### config.mk
export PLATFORM = sky130hd
export DESIGN_NAME = vec_unit_top
export DESIGN_NICKNAME = d
export VERILOG_FILES = /design/src/common/vec_pkg.sv /design/src/vector_alu/vaddsub.sv /design/src/vector_alu/vec_exec.sv /design/src/design/vec_regfile.sv /design/src/design/vrf_arbiter.sv /design/src/design/apb_vec_slave.sv /design/src/design/vec_unit_top.sv
export VERILOG_INCLUDE_DIRS = /design/src /design/src/common
export SDC_FILE = /design/constraint.sdc
export NUM_CORES = 1
export LEC_CHECK = 0
export ABC_AREA = 1
export ABC_CLOCK_PERIOD_IN_PS = 25000
export BUFFER_PORTS_ARGS = -buffer_cell sky130_fd_sc_hd__buf_2
export CORE_MARGIN = 3
export CORE_UTILIZATION = 45
export CTS_CLUSTER_DIAMETER = 120
export DETAILED_ROUTE_END_ITERATION = 10
export GPL_TIMING_DRIVEN = 0
export PLACE_DENSITY_LB_ADDON = 0.05
export SLEW_MARGIN = 20
export SYNTH_ARGS = -nofsm -noshare
export SYNTH_HDL_FRONTEND = slang
export SYNTH_SLANG_ARGS = --single-unit
### constraint.sdc
create_clock -name clk_i -period 25 [get_ports clk_i]
set_input_delay 1.25 -clock clk_i [delete_from_list [all_inputs] [get_ports clk_i]]
set_output_delay 1.25 -clock clk_i [all_outputs]
set_load 0.05 [all_outputs]
### src/common/vec_consts.svh
// vector unit constants
`ifndef VEC_CONSTS_SVH
`define VEC_CONSTS_SVH

// register file geometry
`define VEC_NREGS           8
`define VEC_XLEN            64

// apb byte address map
// v0..v7 sit at 0x00..0x38, one 64-bit word each
`define VEC_ADDR_VREG_LAST  8'h38
`define VEC_ADDR_CMD        8'h40   // command, write starts an operation
`define VEC_ADDR_STAT       8'h48   // status, bit 0 is busy

`endif

### src/common/vec_pkg.sv
// vector unit shared types
`include "vec_consts.svh"

package vec_pkg;

    typedef logic [`VEC_XLEN-1:0] bus64_t;

    // element width
    typedef enum logic [1:0] {
        SEW_8  = 2'd0,
        SEW_16 = 2'd1,
        SEW_32 = 2'd2,
        SEW_64 = 2'd3
    } sew_t;

    typedef enum logic {
        VADD = 1'b0,
        VSUB = 1'b1    // vd = vs2 - vs1
    } vop_t;

    typedef logic [$clog2(`VEC_NREGS)-1:0] vreg_idx_t;

    // command word, low bits of the apb write data
    typedef struct packed {
        vop_t      op;
        sew_t      sew;
        vreg_idx_t vd;
        vreg_idx_t vs1;
        vreg_idx_t vs2;
    } vcmd_t;

    // one register file access
    typedef struct packed {
        logic      en;
        logic      we;
        vreg_idx_t addr;
        bus64_t    wdata;
    } rf_req_t;

endpackage

### src/vector_alu/vaddsub.sv
// packed simd add and subtract
`timescale 1ns/1ps

module vaddsub (
    input  vec_pkg::vop_t   instr_type_i,
    input  vec_pkg::sew_t   sew_i,
    input  vec_pkg::bus64_t data_vs1_i,
    input  vec_pkg::bus64_t data_vs2_i,
    output vec_pkg::bus64_t data_vd_o
);
    import vec_pkg::*;

    localparam int NLANES = $bits(bus64_t) / 8;

    logic              is_sub;
    bus64_t            opnd_b;      // vs1, inverted for subtract
    logic [NLANES-1:0] chain;       // lane takes the carry of the lane below
    logic [8:0]        lane_sum;
    logic              carry;

    assign is_sub = (instr_type_i == VSUB);
    assign opnd_b = is_sub ? ~data_vs1_i : data_vs1_i;

    // a lane that starts a new element breaks the chain
    always_comb begin
        for (int i = 0; i < NLANES; i++) begin
            case (sew_i)
                SEW_8:   chain[i] = 1'b0;
                SEW_16:  chain[i] = (i % 2) != 0;
                SEW_32:  chain[i] = (i % 4) != 0;
                default: chain[i] = (i != 0);
            endcase
        end
    end

    // ripple through the byte lanes, low lane first
    always_comb begin
        carry     = is_sub;
        lane_sum  = '0;
        data_vd_o = '0;
        for (int i = 0; i < NLANES; i++) begin
            if (!chain[i]) begin
                carry = is_sub;    // injected carry, one for two's complement
            end
            lane_sum = {1'b0, data_vs2_i[8*i +: 8]} + {1'b0, opnd_b[8*i +: 8]}
                     + {8'b0, carry};
            data_vd_o[8*i +: 8] = lane_sum[7:0];
            carry = lane_sum[8];
        end
    end

endmodule

### src/vector_alu/vec_exec.sv
// vector execute sequencer
`timescale 1ns/1ps

module vec_exec (
    input  logic             clk_i,
    input  logic             rst_i,
    input  logic             cmd_valid_i,
    input  vec_pkg::vcmd_t   cmd_i,
    output logic             busy_o,
    output vec_pkg::rf_req_t req_o,
    input  logic             gnt_i,
    input  logic             rvalid_i,
    input  vec_pkg::bus64_t  rdata_i
);
    import vec_pkg::*;

    typedef enum logic [2:0] {
        EX_IDLE,
        EX_RD1,     // request vs1
        EX_RD2,     // request vs2, vs1 data returns here
        EX_WAIT,    // vs2 data returns
        EX_WR       // write vd
    } ex_state_t;

    ex_state_t state_q;
    vcmd_t     cmd_q;
    bus64_t    vs1_q;
    bus64_t    vd_q;
    bus64_t    sum;

    vaddsub i_vaddsub (
        .instr_type_i (cmd_q.op),
        .sew_i        (cmd_q.sew),
        .data_vs1_i   (vs1_q),
        .data_vs2_i   (rdata_i),    // vs2 straight from the register file
        .data_vd_o    (sum)
    );

    assign busy_o = (state_q != EX_IDLE);

    always_comb begin
        req_o.en    = 1'b0;
        req_o.we    = 1'b0;
        req_o.addr  = cmd_q.vs1;
        req_o.wdata = vd_q;
        case (state_q)
            EX_RD1: req_o.en = 1'b1;
            EX_RD2: begin
                req_o.en   = 1'b1;
                req_o.addr = cmd_q.vs2;
            end
            EX_WR: begin
                req_o.en   = 1'b1;
                req_o.we   = 1'b1;
                req_o.addr = cmd_q.vd;
            end
            default: ;
        endcase
    end

    always_ff @(posedge clk_i) begin
        if (rst_i) begin
            state_q <= EX_IDLE;
        end else begin
            case (state_q)
                EX_IDLE: if (cmd_valid_i) begin
                    state_q <= EX_RD1;
                end
                EX_RD1:  if (gnt_i) begin
                    state_q <= EX_RD2;
                end
                EX_RD2:  if (gnt_i) begin
                    state_q <= EX_WAIT;
                end
                EX_WAIT: if (rvalid_i) begin
                    state_q <= EX_WR;
                end
                EX_WR:   if (gnt_i) begin
                    state_q <= EX_IDLE;
                end
                default: state_q <= EX_IDLE;
            endcase
        end
    end

    always_ff @(posedge clk_i) begin
        if (state_q == EX_IDLE && cmd_valid_i) begin
            cmd_q <= cmd_i;
        end
        if (state_q == EX_RD2 && rvalid_i) begin
            vs1_q <= rdata_i;
        end
        if (state_q == EX_WAIT && rvalid_i) begin
            vd_q <= sum;    // result held for the write cycle
        end
    end

endmodule

### src/design/vec_regfile.sv
// vector register file
`timescale 1ns/1ps
`include "vec_consts.svh"

module vec_regfile (
    input  logic             clk_i,
    input  logic             rst_i,
    input  vec_pkg::rf_req_t req_i,
    output vec_pkg::bus64_t  rdata_o
);
    import vec_pkg::*;

    bus64_t regs_q [`VEC_NREGS];

    // single port, one access per cycle
    always_ff @(posedge clk_i) begin
        if (rst_i) begin
            for (int i = 0; i < `VEC_NREGS; i++) begin
                regs_q[i] <= '0;
            end
        end else if (req_i.en && req_i.we) begin
            regs_q[req_i.addr] <= req_i.wdata;
        end
    end

    always_ff @(posedge clk_i) begin
        if (req_i.en && !req_i.we) begin
            rdata_o <= regs_q[req_i.addr];   // valid the cycle after the grant
        end
    end

endmodule

### src/design/vrf_arbiter.sv
// register file port arbiter
`timescale 1ns/1ps

module vrf_arbiter (
    input  logic             clk_i,
    input  logic             rst_i,
    input  vec_pkg::rf_req_t exec_req_i,
    input  vec_pkg::rf_req_t host_req_i,
    output logic             exec_gnt_o,
    output logic             host_gnt_o,
    output logic             exec_rvalid_o,
    output logic             host_rvalid_o,
    output vec_pkg::rf_req_t rf_req_o
);

    // fixed priority, execute engine first
    assign exec_gnt_o = exec_req_i.en;
    assign host_gnt_o = host_req_i.en && !exec_req_i.en;

    assign rf_req_o = exec_req_i.en ? exec_req_i : host_req_i;

    // remember who owns the read in flight
    always_ff @(posedge clk_i) begin
        if (rst_i) begin
            exec_rvalid_o <= 1'b0;
            host_rvalid_o <= 1'b0;
        end else begin
            exec_rvalid_o <= exec_gnt_o && !exec_req_i.we;
            host_rvalid_o <= host_gnt_o && !host_req_i.we;
        end
    end

endmodule

### src/design/apb_vec_slave.sv
// apb slave for the vector unit
`timescale 1ns/1ps
`include "vec_consts.svh"

module apb_vec_slave (
    input  logic             clk_i,
    input  logic             rst_i,
    input  logic             psel_i,
    input  logic             penable_i,
    input  logic             pwrite_i,
    input  logic [7:0]       paddr_i,
    input  vec_pkg::bus64_t  pwdata_i,
    output vec_pkg::bus64_t  prdata_o,
    output logic             pready_o,
    output logic             pslverr_o,
    input  logic             busy_i,
    output logic             cmd_valid_o,
    output vec_pkg::vcmd_t   cmd_o,
    output vec_pkg::rf_req_t req_o,
    input  logic             gnt_i,
    input  logic             rvalid_i,
    input  vec_pkg::bus64_t  rdata_i
);
    import vec_pkg::*;

    typedef enum logic [1:0] {
        ST_IDLE,
        ST_REQ,     // request held until granted
        ST_RDATA    // read granted, data next
    } state_t;

    state_t    state_q;
    logic      access;
    logic      hit_vreg;
    logic      hit_cmd;
    logic      hit_stat;
    logic      cmd_ok;
    logic      req_we_q;
    vreg_idx_t req_addr_q;
    bus64_t    req_wdata_q;

    assign access   = psel_i && penable_i;
    assign hit_vreg = (paddr_i <= `VEC_ADDR_VREG_LAST) && (paddr_i[2:0] == 3'd0);
    assign hit_cmd  = (paddr_i == `VEC_ADDR_CMD);
    assign hit_stat = (paddr_i == `VEC_ADDR_STAT);
    assign cmd_ok   = !busy_i && !cmd_valid_o;   // also covers the cycle before busy

    assign req_o.en    = (state_q == ST_REQ);
    assign req_o.we    = req_we_q;
    assign req_o.addr  = req_addr_q;
    assign req_o.wdata = req_wdata_q;

    always_ff @(posedge clk_i) begin
        if (rst_i) begin
            state_q <= ST_IDLE;
        end else begin
            case (state_q)
                ST_IDLE:  if (access && hit_vreg) begin
                    state_q <= ST_REQ;
                end
                ST_REQ:   if (gnt_i) begin
                    state_q <= req_we_q ? ST_IDLE : ST_RDATA;
                end
                ST_RDATA: if (rvalid_i) begin
                    state_q <= ST_IDLE;
                end
                default:  state_q <= ST_IDLE;
            endcase
        end
    end

    always_ff @(posedge clk_i) begin
        if (state_q == ST_IDLE && access && hit_vreg) begin
            req_we_q    <= pwrite_i;
            req_addr_q  <= paddr_i[5:3];    // 8 bytes per register
            req_wdata_q <= pwdata_i;
        end
        if (access && hit_cmd && pwrite_i && cmd_ok) begin
            cmd_o <= vcmd_t'(pwdata_i[$bits(vcmd_t)-1:0]);
        end
    end

    always_ff @(posedge clk_i) begin
        if (rst_i) begin
            cmd_valid_o <= 1'b0;
        end else begin
            cmd_valid_o <= access && hit_cmd && pwrite_i && cmd_ok;
        end
    end

    // command and status finish in the first access cycle
    always_comb begin
        pready_o  = 1'b0;
        pslverr_o = 1'b0;
        prdata_o  = '0;
        if (access) begin
            if (hit_vreg) begin
                pready_o = (state_q == ST_REQ && gnt_i && req_we_q)
                        || (state_q == ST_RDATA && rvalid_i);
                prdata_o = rdata_i;
            end else if (hit_cmd) begin
                pready_o  = 1'b1;
                pslverr_o = pwrite_i && !cmd_ok;   // dropped while busy
                prdata_o  = bus64_t'(cmd_o);
            end else if (hit_stat) begin
                pready_o = 1'b1;
                prdata_o = bus64_t'(busy_i || cmd_valid_o);
            end else begin
                pready_o  = 1'b1;
                pslverr_o = 1'b1;
            end
        end
    end

endmodule

### src/design/vec_unit_top.sv
// vector unit top level
`timescale 1ns/1ps

module vec_unit_top (
    input  logic            clk_i,
    input  logic            rst_i,
    input  logic            psel_i,
    input  logic            penable_i,
    input  logic            pwrite_i,
    input  logic [7:0]      paddr_i,
    input  vec_pkg::bus64_t pwdata_i,
    output vec_pkg::bus64_t prdata_o,
    output logic            pready_o,
    output logic            pslverr_o
);
    import vec_pkg::*;

    rf_req_t host_req;
    rf_req_t exec_req;
    rf_req_t rf_req;
    logic    host_gnt;
    logic    exec_gnt;
    logic    host_rvalid;
    logic    exec_rvalid;
    bus64_t  rf_rdata;     // broadcast to both peers
    vcmd_t   cmd;
    logic    cmd_valid;
    logic    busy;

    apb_vec_slave i_apb_vec_slave (
        .clk_i       (clk_i),
        .rst_i       (rst_i),
        .psel_i      (psel_i),
        .penable_i   (penable_i),
        .pwrite_i    (pwrite_i),
        .paddr_i     (paddr_i),
        .pwdata_i    (pwdata_i),
        .prdata_o    (prdata_o),
        .pready_o    (pready_o),
        .pslverr_o   (pslverr_o),
        .busy_i      (busy),
        .cmd_valid_o (cmd_valid),
        .cmd_o       (cmd),
        .req_o       (host_req),
        .gnt_i       (host_gnt),
        .rvalid_i    (host_rvalid),
        .rdata_i     (rf_rdata)
    );

    vec_exec i_vec_exec (
        .clk_i       (clk_i),
        .rst_i       (rst_i),
        .cmd_valid_i (cmd_valid),
        .cmd_i       (cmd),
        .busy_o      (busy),
        .req_o       (exec_req),
        .gnt_i       (exec_gnt),
        .rvalid_i    (exec_rvalid),
        .rdata_i     (rf_rdata)
    );

    vrf_arbiter i_vrf_arbiter (
        .clk_i         (clk_i),
        .rst_i         (rst_i),
        .exec_req_i    (exec_req),
        .host_req_i    (host_req),
        .exec_gnt_o    (exec_gnt),
        .host_gnt_o    (host_gnt),
        .exec_rvalid_o (exec_rvalid),
        .host_rvalid_o (host_rvalid),
        .rf_req_o      (rf_req)
    );

    vec_regfile i_vec_regfile (
        .clk_i   (clk_i),
        .rst_i   (rst_i),
        .req_i   (rf_req),
        .rdata_o (rf_rdata)
    );

endmodule

==> results by group, run 1 <==
Logic synthesis
  – Compound-Gate Fraction of Synth Area: 1.471%
  – Largest family of logic cells by synthesized area: simple AND/OR/NAND/NOR gates
  – Simple-Gate Fraction of Synth Area: 20.69%
  – Mux contribution to synthesized area: under 10%
  – Warnings from Yosys: 0
  – Net Count, Synth: around 3700
  – Synthesis-stage register bit count: ~800
  – Post-synth EDFFs: approximately 800
  – Xor/xnor share of the synthesized area: 2.420%
  – Post-synth ARST share: 0%
  – Prevailing post-synth register cell: edfxtp_1
  – Syn_area_per_cell: 10.68 um2
  – Synth Instances: ~3600
  – Number of distinct library cells after synthesis: between 40 and 50
  – Seq/Total Area, Yosys: 62.72%
  – Cell area after synthesis: 38370 um2
  – Post-Synth Adder-Cell Area: between 2 and 3%

Clock network
  – Clk slew on worst S/H paths: 0.06 ns
  – Max H-tree Level: 3
  – Clk_lat worst skew: 0.64 ns
  – Clock Sink Count: 804
  – Cts repair resizes: 0
  – Buffer type at the clock tree root: clkbuf_16
  – TritonCTS buffer count: 89
  – Clock buffer depth: 3
  – Hold buffers post-CTS: 0
  – CTS tree: yes
  – Setup bufs post-CTS: 0

Timing
  – Max Freq: 0.05805 GHz
  – Max-slew headroom: 26.03%
  – Worst-Margin Slew: 1.079 ns
  – Setup TNS Final: 0 ns
  – Tmin final: between 15 and 20 ns
  – Fin crit share: between 60% and 70%
  – Setup violators final: 0
  – RSZ-0062 raised after global routing: no
  – Max Clock Skew: about 0.022 ns
  – Hold WS: 0.4451 ns
  – Final hold violations: 0
  – Pins Over Slew Limit: 0

Setup path
  – Max incr delay on CP: 0.65 ns
  – CP dominant cell by count: o21ai_0
  – R2r setup slk: 7.77 ns
  – Reg2reg start: i_vec_exec.cmd_q[11]$_DFFE_PP_
  – Crit-path max FO: 10
  – Reg2reg end: i_vec_exec.vd_q[62]$_DFFE_PP_
  – CP top delay family: adder cells
  – CP required: roughly 25 ns
  – Setup crit end kind: flop
  – WS Path Type: reg -> reg
  – Startpoint types: flop
  – CP bufs+invs: 3
  – Crit path arrival time: around 18 ns
  – Register-to-Register Path Depth: 66
  – Slowest-stage cell, CP: buf_2

Finish
  – Commonest non-fill, non-tap cell in the layout: edfxtp_1
  – Commonest cells after routing, fill and taps aside: 796 x edfxtp_1, 588 x nor2_1, 551 x nand2_1
  – Share of cells above drive strength 1: between 10% and 20%
  – Final core utilization: 52.26%
  – Antenna cells: 0
  – # nets final: approximately 4000
  – Syn-to-layout area delta: 14.53%

Worst hold path
  – Hold endpoint: i_vec_exec.cmd_q[10]$_DFFE_PP_
  – Hold path startpoint: i_apb_vec_slave.cmd_o[10]$_DFFE_PP_
  – Hold path depth: 0
  – Worst min path class: reg -> reg

Global routing
  – GR Util All Layers: about a quarter
  – Vias in the first global route: 25561
  – Grt total ovfl: 0
  – Largest net degree at the start of global routing: 42
  – Antenna violations before repair: 4
  – First-pass GRT wire length: roughly 160 mm

Floorplanning
  – # IOs: 143
  – Initial core utilization: a little under half
  – Die height: 298.0 um
  – Die Wd: 298.0 um
  – Die footprint: 88800 um2
  – Row cnt: 106
  – CORE AREA: 84090 um2

Power
  – Peak supply drop: 0.05232 mV
  – Leak pwr: 18.65 nW
  – Pwr/cell area: about 85 nW/um2

Placement
  – Final HPWL DP: ~73 mm
  – Port-buffer cells: 141
  – Gpl congestion: 0.7786

Detailed routing
  – Final ANT Viol Nets: 0
  – Routed vias: 25678
  – # DRC: 0
  – DR iter-0 viols: around 1800
  – Final wirelength: 108.2 mm
  – Avg WL per Cell: 21.40 um
  – Pre-antenna DRT Iters: 6
  – Routed vias/inst: 5.079

Outcome
  – Status: finished clean

Flow run
  – Max Cap Viol: 0
cells in the mapped netlist (3+ instances only):
cell      instances  area (um2)
edfxtp_1        796       23900
clkbuf_1         24       90.09
a31oi_1           6       37.54
nand3_1         278        1391
o21bai_1          3       22.52
ha_1             55       688.2
xor2_1           80       700.7
a21o_1            6       45.04
inv_1           527        1978
a21oi_1          39       195.2
dfxtp_1           8       160.2
nor3_1            3       15.01
o22ai_1           3       18.77
buf_1             3       11.26
buf_4            18       135.1
nand2_1         559        2098
nor2_1          590        2215
o21ai_0          38       190.2
nand2_2           8       50.05
buf_2           103       515.5
fa_1             15       300.3
nand3b_1        270        2027
mux2i_1          64       640.6
nor2_2            7       43.79
buf_6            45       506.7
xnor2_1          26       227.7
through the flow:
| stage | instances | setup slack, ns | area [um2] | total power, mW |
|---|---|---|---|---|
| 5_1_grt | 5056 | 6.562 | 43940 | 3.898 |
| 4_1_cts | 5056 | 7.665 | 43930 | 3.758 |
| 3_3_place_gp | 4868 | 6.459 | 40490 | 2.448 |
| 3_5_place_dp | 4895 | 7.770 | 41090 | 2.453 |
| 2_1_floorplan | 3593 | 11.50 | 38370 | 2.158 |
| 6_report | 5056 | 7.773 | 43940 | 3.727 |
final cells by class:
type / count / area [um2]
plain buffers: 193 / 1264
clock buffers: 119 / 2425
clock inverters: 42 / 420.4
fillers: 7664 / 40140
inverters: 529 / 1991
multi-input cells: 2067 / 11150
flip-flops and latches: 804 / 24060
well taps: 1134 / 1419
repair buffers: 168 / 1210
how the worst max path moves through the flow:
stage                                    from                             to  slack [ns]  cells past startpoint
5_1_grt        i_vec_exec.cmd_q[11]$_DFFE_PP_  i_vec_exec.vd_q[62]$_DFFE_PP_        6.56                     66
6_report       i_vec_exec.cmd_q[11]$_DFFE_PP_  i_vec_exec.vd_q[62]$_DFFE_PP_        7.77                     66
2_1_floorplan  i_vec_exec.cmd_q[11]$_DFFE_PP_  i_vec_exec.vd_q[62]$_DFFE_PP_       11.50                     66
4_1_cts        i_vec_exec.cmd_q[11]$_DFFE_PP_  i_vec_exec.vd_q[62]$_DFFE_PP_        7.66                     66
3_3_place_gp   i_vec_exec.cmd_q[11]$_DFFE_PP_  i_vec_exec.vd_q[62]$_DFFE_PP_        6.46                     64
3_5_place_dp   i_vec_exec.cmd_q[11]$_DFFE_PP_  i_vec_exec.vd_q[62]$_DFFE_PP_        7.77                     66
power breakdown:
part           internal, mW  switching, mW  total, mW
combinational         0.244          0.576      0.820
sequential             1.58         0.0244       1.60
clock                 0.771          0.536       1.31
flip-flops by register name, summed over array words and instances, names as in the netlist:
name / flops
i_vrf_arbiter.host_rvalid_o: 1
i_vec_exec.vd_q: 64
i_vrf_arbiter.exec_rvalid_o: 1
i_apb_vec_slave.state_q: 2
i_apb_vec_slave.req_we_q: 1
i_apb_vec_slave.cmd_valid_o: 1
i_apb_vec_slave.cmd_o: 12
i_vec_exec.cmd_q: 12
i_apb_vec_slave.req_addr_q: 3
i_apb_vec_slave.req_wdata_q: 64
i_vec_exec.state_q: 3
i_vec_regfile.regs_q: 512
i_vec_exec.vs1_q: 64
i_vec_regfile.rdata_o: 64
cells by family after synthesis:
| family | count (synthesis) |
|---|---|
| mux | 64 |
| compound gates | 101 |
| simple gates | 1726 |
| buf+inv | 722 |
| xor+xnor | 106 |
| fa+ha+maj | 70 |
| flops | 804 |
metal layers:
metal	GRT usage [%]	part of all wire [%]
met1	33.06	44
met2	40.75	48
met3	3.031	4.9
met4	8.207	3.6
met5	0	0
Power figures use the tool's default switching activity.
==> run 2, diff against run 1 <==
Settings changed: ABC_CLOCK_PERIOD_IN_PS 25000 to 14400.
Clock period 25 ns to 14.4 ns, I/O delays scaled along.
==> results by group, run 2 (synthesis gave the netlist of run 1 again) <==
Clock network
  – Clock Sink Count: 804
  – Max H-tree Level: 3
  – CTS tree: yes
  – Buffer type at the clock tree root: clkbuf_16
  – Clock buffer depth: 3
  – Clk slew on worst S/H paths: 0.06 ns
  – Clk_lat worst skew: 0.64 ns
  – TritonCTS buffer count: 89
  – Hold buffers post-CTS: 0

Detailed routing
  – Routed vias/inst: 5.093
  – # DRC: 0
  – Avg WL per Cell: around 21 um
  – Routed vias: 25788
  – Final ANT Viol Nets: 0
  – DR iter-0 viols: just under 2000
  – Final wirelength: about 110 mm
  – Pre-antenna DRT Iters: 8

Global routing
  – Antenna violations before repair: 4
  – Vias in the first global route: 25603
  – Largest net degree at the start of global routing: 42
  – First-pass GRT wire length: 162.2 mm
  – Grt total ovfl: 0
  – GR Util All Layers: 24.38%

Timing
  – Worst-Margin Slew: 1.077 ns
  – Setup violators final: 0
  – Pins Over Slew Limit: 0
  – Max-slew headroom: 26.13%
  – Final hold violations: 0
  – Tmin final: 13.63 ns
  – RSZ-0062 raised after global routing: no
  – Max Freq: 0.07337 GHz
  – Max Clock Skew: 0.02261 ns
  – Fin crit share: 94.64%

Finish
  – Fillers: between 7000 and 8000
  – Storage element area: 24060 um2
  – Largest Register: i_vec_regfile.regs_q
  – Commonest non-fill, non-tap cell in the layout: edfxtp_1
  – # nets final: 4006
  – Antenna cells: 0
  – Final non-filler cell total: 5063
  – Share of cells above drive strength 1: 13.23%
  – Final core utilization: a little over half
  – Commonest cells after routing, fill and taps aside: 796 x edfxtp_1, 588 x nor2_1, 550 x nand2_1
  – Max reg flops: 512
  – Multi-input logic area: 11220 um2
  – Syn-to-layout area delta: 14.94%

Floorplanning
  – Die height: 298.0 um
  – Die footprint: roughly 89000 um2
  – CORE AREA: between 80000 and 90000 um2
  – Die Wd: 298.0 um
  – Row cnt: 106
  – # IOs: about 140
  – Initial core utilization: roughly 46%

Power
  – Switch share: between 30 and 40%
  – Peak supply drop: 0.09003 mV
  – Combinational fraction of design power: 22.2%
  – Leak pwr: 18.71 nW
  – Pwr/cell area: 147.0 nW/um2
  – Power Total: ~6.5 mW
  – Internal Power: between 4 and 5 mW
  – Seq pwr share: 42.9%
  – Clock share of power: 35.0%
  – Psw: between 1.5 and 2 mW

Setup path
  – Critical Path Start: i_vec_exec.cmd_q[11]$_DFFE_PP_
  – Crit path arrival time: 14.00 ns
  – Max incr delay on CP: 0.55 ns
  – CP dominant cell by count: nand2_1
  – Slowest-stage cell, CP: edfxtp_1
  – CP required: 14.78 ns
  – WS Path Type: reg -> reg
  – Setup crit end kind: flop
  – Crit-path max FO: 10
  – Startpoint types: flop
  – Reg2reg start: i_vec_exec.cmd_q[11]$_DFFE_PP_

Placement
  – Gpl congestion: 0.7786
  – Port-buffer cells: 141
  – DP Cell Count: 4895
  – Final HPWL DP: 72.59 mm

Flow run
  – Max Cap Viol: 0

Worst hold path
  – Hold path startpoint: pwdata_i[35]
  – Worst min path class: in -> reg

Outcome
  – Status: finished clean
## run 2: per-layer routing
layer / wire length (um) / track usage, % / vias up
li1: - / - / 12346
met1: 47790 / 33.06 / 12616
met2: 51360 / 40.60 / 669
met3: 5102 / 3.017 / 157
met4: 4098 / 8.628 / 0
met5: 0 / 0 / -
## run 2: area by class of cell
cell class	count	share of cell area [%]
Sequential cell	804	54.57
Multi-Input combinational cell	2067	25.44
Clock buffer	119	5.499
Inverter	529	4.514
Tap cell	1134	3.217
Buffer	192	2.931
Timing Repair Buffer	176	2.880
Clock inverter	42	0.9533
## run 2: repair_timing
action                                  in CTS  in global routing
resized for setup                           32                 11
buffers inserted                             2                  6
endpoints found under the setup margin      14                  7
pin swaps                                    2                  5
## run 2: final timing paths
kind         slack, ns                                         to  depth (start not counted)
max               0.77              i_vec_exec.vd_q[62]$_DFFE_PP_                         65
min               0.26  i_apb_vec_slave.req_wdata_q[35]$_DFFE_PP_                          1
max reg2reg       0.77              i_vec_exec.vd_q[62]$_DFFE_PP_                         65
min reg2reg       0.44             i_vec_exec.cmd_q[10]$_DFFE_PP_                          0
## run 2: critical path, delay by kind of cell (launching register included)
kind,cells,cell delay (ns)
flops,1,0.55
compound gates,25,4.06
xor+xnor,2,0.26
buf+inv,2,0.42
fa+ha+maj,15,6.45
simple gates,21,1.63
## run 2: power groups by stage
stage	sequential (mW)	combinational (mW)	clock (mW)
2_1_floorplan	2.82	0.929	0
3_3_place_gp	2.84	1.41	0
3_5_place_dp	2.83	1.43	0
4_1_cts	2.78	1.44	2.31
5_1_grt	2.79	1.59	2.40
6_report	2.78	1.44	2.27
## run 2: metrics by stage
stage / cell area [um2] / TNS (ns) / hold WS, ns / worst slack (ns)
2_1_floorplan: 38370 / 0 / 0.4207 / 0.9022
3_3_place_gp: 40490 / -39.94 / 0.4311 / -4.141
3_5_place_dp: 41090 / -19.79 / 0.4339 / -2.830
4_1_cts: 44010 / 0 / 0.2185 / 0.04226
5_1_grt: 44100 / 0 / 0.2272 / 0.003813
6_report: 44100 / 0 / 0.2629 / 0.7713
==> run 3, diff against run 2 <==
Settings changed: ABC_CLOCK_PERIOD_IN_PS 14400 to 11900, PLACE_DENSITY set to 0.72, PLACE_DENSITY_LB_ADDON 0.05 to unset.
Clock period 14.4 ns to 11.9 ns, I/O delays scaled along.
==> results by group, run 3 (synthesis gave the netlist of run 1 again) <==
Outcome
  – Status: complete, but fails checks
  – Failing checks: negative setup slack

Clock network
  – TritonCTS buffer count: 84
  – Clk_lat worst skew: 0.65 ns
  – Clk slew on worst S/H paths: 0.06 ns
  – Buffer type at the clock tree root: clkbuf_16
  – Max H-tree Level: 3
  – CTS tree: yes
  – Clock Sink Count: about 800
  – Clock buffer depth: 3

Detailed routing
  – Final ANT Viol Nets: 0
  – DR iter-0 viols: between 2000 and 2500
  – Routed vias: around 27000
  – Final wirelength: roughly 100 mm
  – # DRC: 0
  – Pre-antenna DRT Iters: 6
  – Avg WL per Cell: 20.00 um
  – Routed vias/inst: 5.197

Worst hold path
  – Worst min path class: in -> reg
  – Hold path startpoint: pwdata_i[12]

Floorplanning
  – # IOs: 143
  – Die Wd: 298.0 um
  – Initial core utilization: 45.63%
  – Die height: 298.0 um
  – Die footprint: about 89000 um2
  – CORE AREA: 84090 um2
  – Row cnt: 106

Power
  – Peak supply drop: 0.1118 mV
  – Leak pwr: 18.97 nW
  – Pwr/cell area: approximately 180 nW/um2

Global routing
  – Antenna violations before repair: 3
  – GR Util All Layers: ~23%
  – Vias in the first global route: 26471
  – First-pass GRT wire length: between 150 and 200 mm
  – Grt total ovfl: 0
  – Largest net degree at the start of global routing: 43

Timing
  – Max Clock Skew: 0.02430 ns
  – Max Freq: 0.08026 GHz
  – Fin crit share: 104.7%
  – Setup violators final: 7
  – Final hold violations: 0
  – Tmin final: 12.46 ns
  – Max-slew headroom: around 25%
  – Worst-Margin Slew: 1.100 ns
  – Post-route setup slack: -0.5589 ns
  – RSZ-0062 raised after global routing: yes
  – Pins Over Slew Limit: 0

Placement
  – Port-buffer cells: 141
  – Gpl congestion: 0.8380
  – Final HPWL DP: 68.69 mm
  – Placed cell area: 41050 um2

Setup path
  – Critical Path Start: i_vec_exec.cmd_q[11]$_DFFE_PP_
  – Crit-path max FO: 6
  – WS Path Type: reg -> reg
  – Startpoint types: flop
  – CP dominant cell by count: fa_2
  – Reg2reg start: i_vec_exec.cmd_q[11]$_DFFE_PP_
  – R2r setup slk: -0.56 ns
  – Crit path arrival time: 12.85 ns
  – Setup crit end kind: flop
  – Max incr delay on CP: 0.55 ns
  – Slowest-stage cell, CP: edfxtp_1
  – CP required: 12.29 ns

Flow run
  – Max Cap Viol: 0

Finish
  – Max reg flops: 512
  – Commonest cells after routing, fill and taps aside: 796 x edfxtp_1, 588 x nor2_1, 542 x nand2_1
  – Share of cells above drive strength 1: between 10% and 20%
  – Commonest non-fill, non-tap cell in the layout: edfxtp_1
  – Final core utilization: 53.08%
  – Post-layout instance area: 44640 um2
  – Fillers: 7168
  – Syn-to-layout area delta: 16.34%
  – # nets final: 4060
  – Largest Register: i_vec_regfile.regs_q
run 3: critical path: cells and delay by family (launching register included):
kind	cells	cell delay (ns)
AOI/OAI and AO/OA	25	3.40
adders and majority gates	15	5.98
xor gates and xnor gates	2	0.27
DFF	1	0.55
and+or+nand+nor	21	1.58
buffers and inverters	2	0.37
run 3: power breakdown:
part	switching [mW]	total [mW]	internal (mW)
clock network	1.11	2.68	1.56
logic	1.22	1.79	0.572
registers	0.0548	3.36	3.31
total	2.39	7.83	5.44
run 3: what timing repair did:
item                                    in CTS  in global routing
endpoints found under the setup margin      16                 10
buffers inserted                            67                 15
hold buffers                                 0                  0
pin swaps                                   42                 48
resized for setup                           65                 17
run 3: worst paths after layout:
check                                         endpoint  cells after the start
min          i_apb_vec_slave.req_wdata_q[12]$_DFFE_PP_                      1
max                      i_vec_exec.vd_q[62]$_DFFE_PP_                     65
max reg2reg              i_vec_exec.vd_q[62]$_DFFE_PP_                     65
min reg2reg              i_vec_exec.cmd_q[4]$_DFFE_PP_                      0
run 3: final cells by class:
cell class | count | area (um2) | share of cell area [%]
diodes | 1 | 2.502 | 0.005606
inverters | 529 | 1991 | 4.460
multi-input cells | 2067 | 11380 | 25.50
plain buffers | 191 | 1308 | 2.929
well taps | 1134 | 1419 | 3.179
clock buffers | 107 | 2261 | 5.065
flip-flops and latches | 804 | 24060 | 53.91
clock inverters | 45 | 495.5 | 1.110
repair buffers | 236 | 1715 | 3.843
run 3: through the flow:
stage          setup WS, ns  hold WS, ns  std cells  power [mW]  setup TNS (ns)
6_report            -0.5589       0.1224       5114       7.829          -2.693
5_1_grt              -1.128      0.09414       5113       8.154          -7.006
4_1_cts             -0.9240      0.09242       5111       7.824          -5.839
3_5_place_dp         -2.762       0.4323       4893       5.104          -22.87
3_3_place_gp         -2.726       0.4301       4868       5.065          -22.50
2_1_floorplan      0.003321       0.4207       3593       4.539               0
run 3: layer usage:
layer  vias to the layer above  routed length, um  track usage (%)  part of all wire, %
met2                      1054              50270            39.26                   49
li1                      12427                  -                -                    -
met5                         -                 34                0                0.033
met3                       238               7892            4.081                  7.7
met4                         6               3979            9.096                  3.9
met1                     12855              40100            28.80                   39
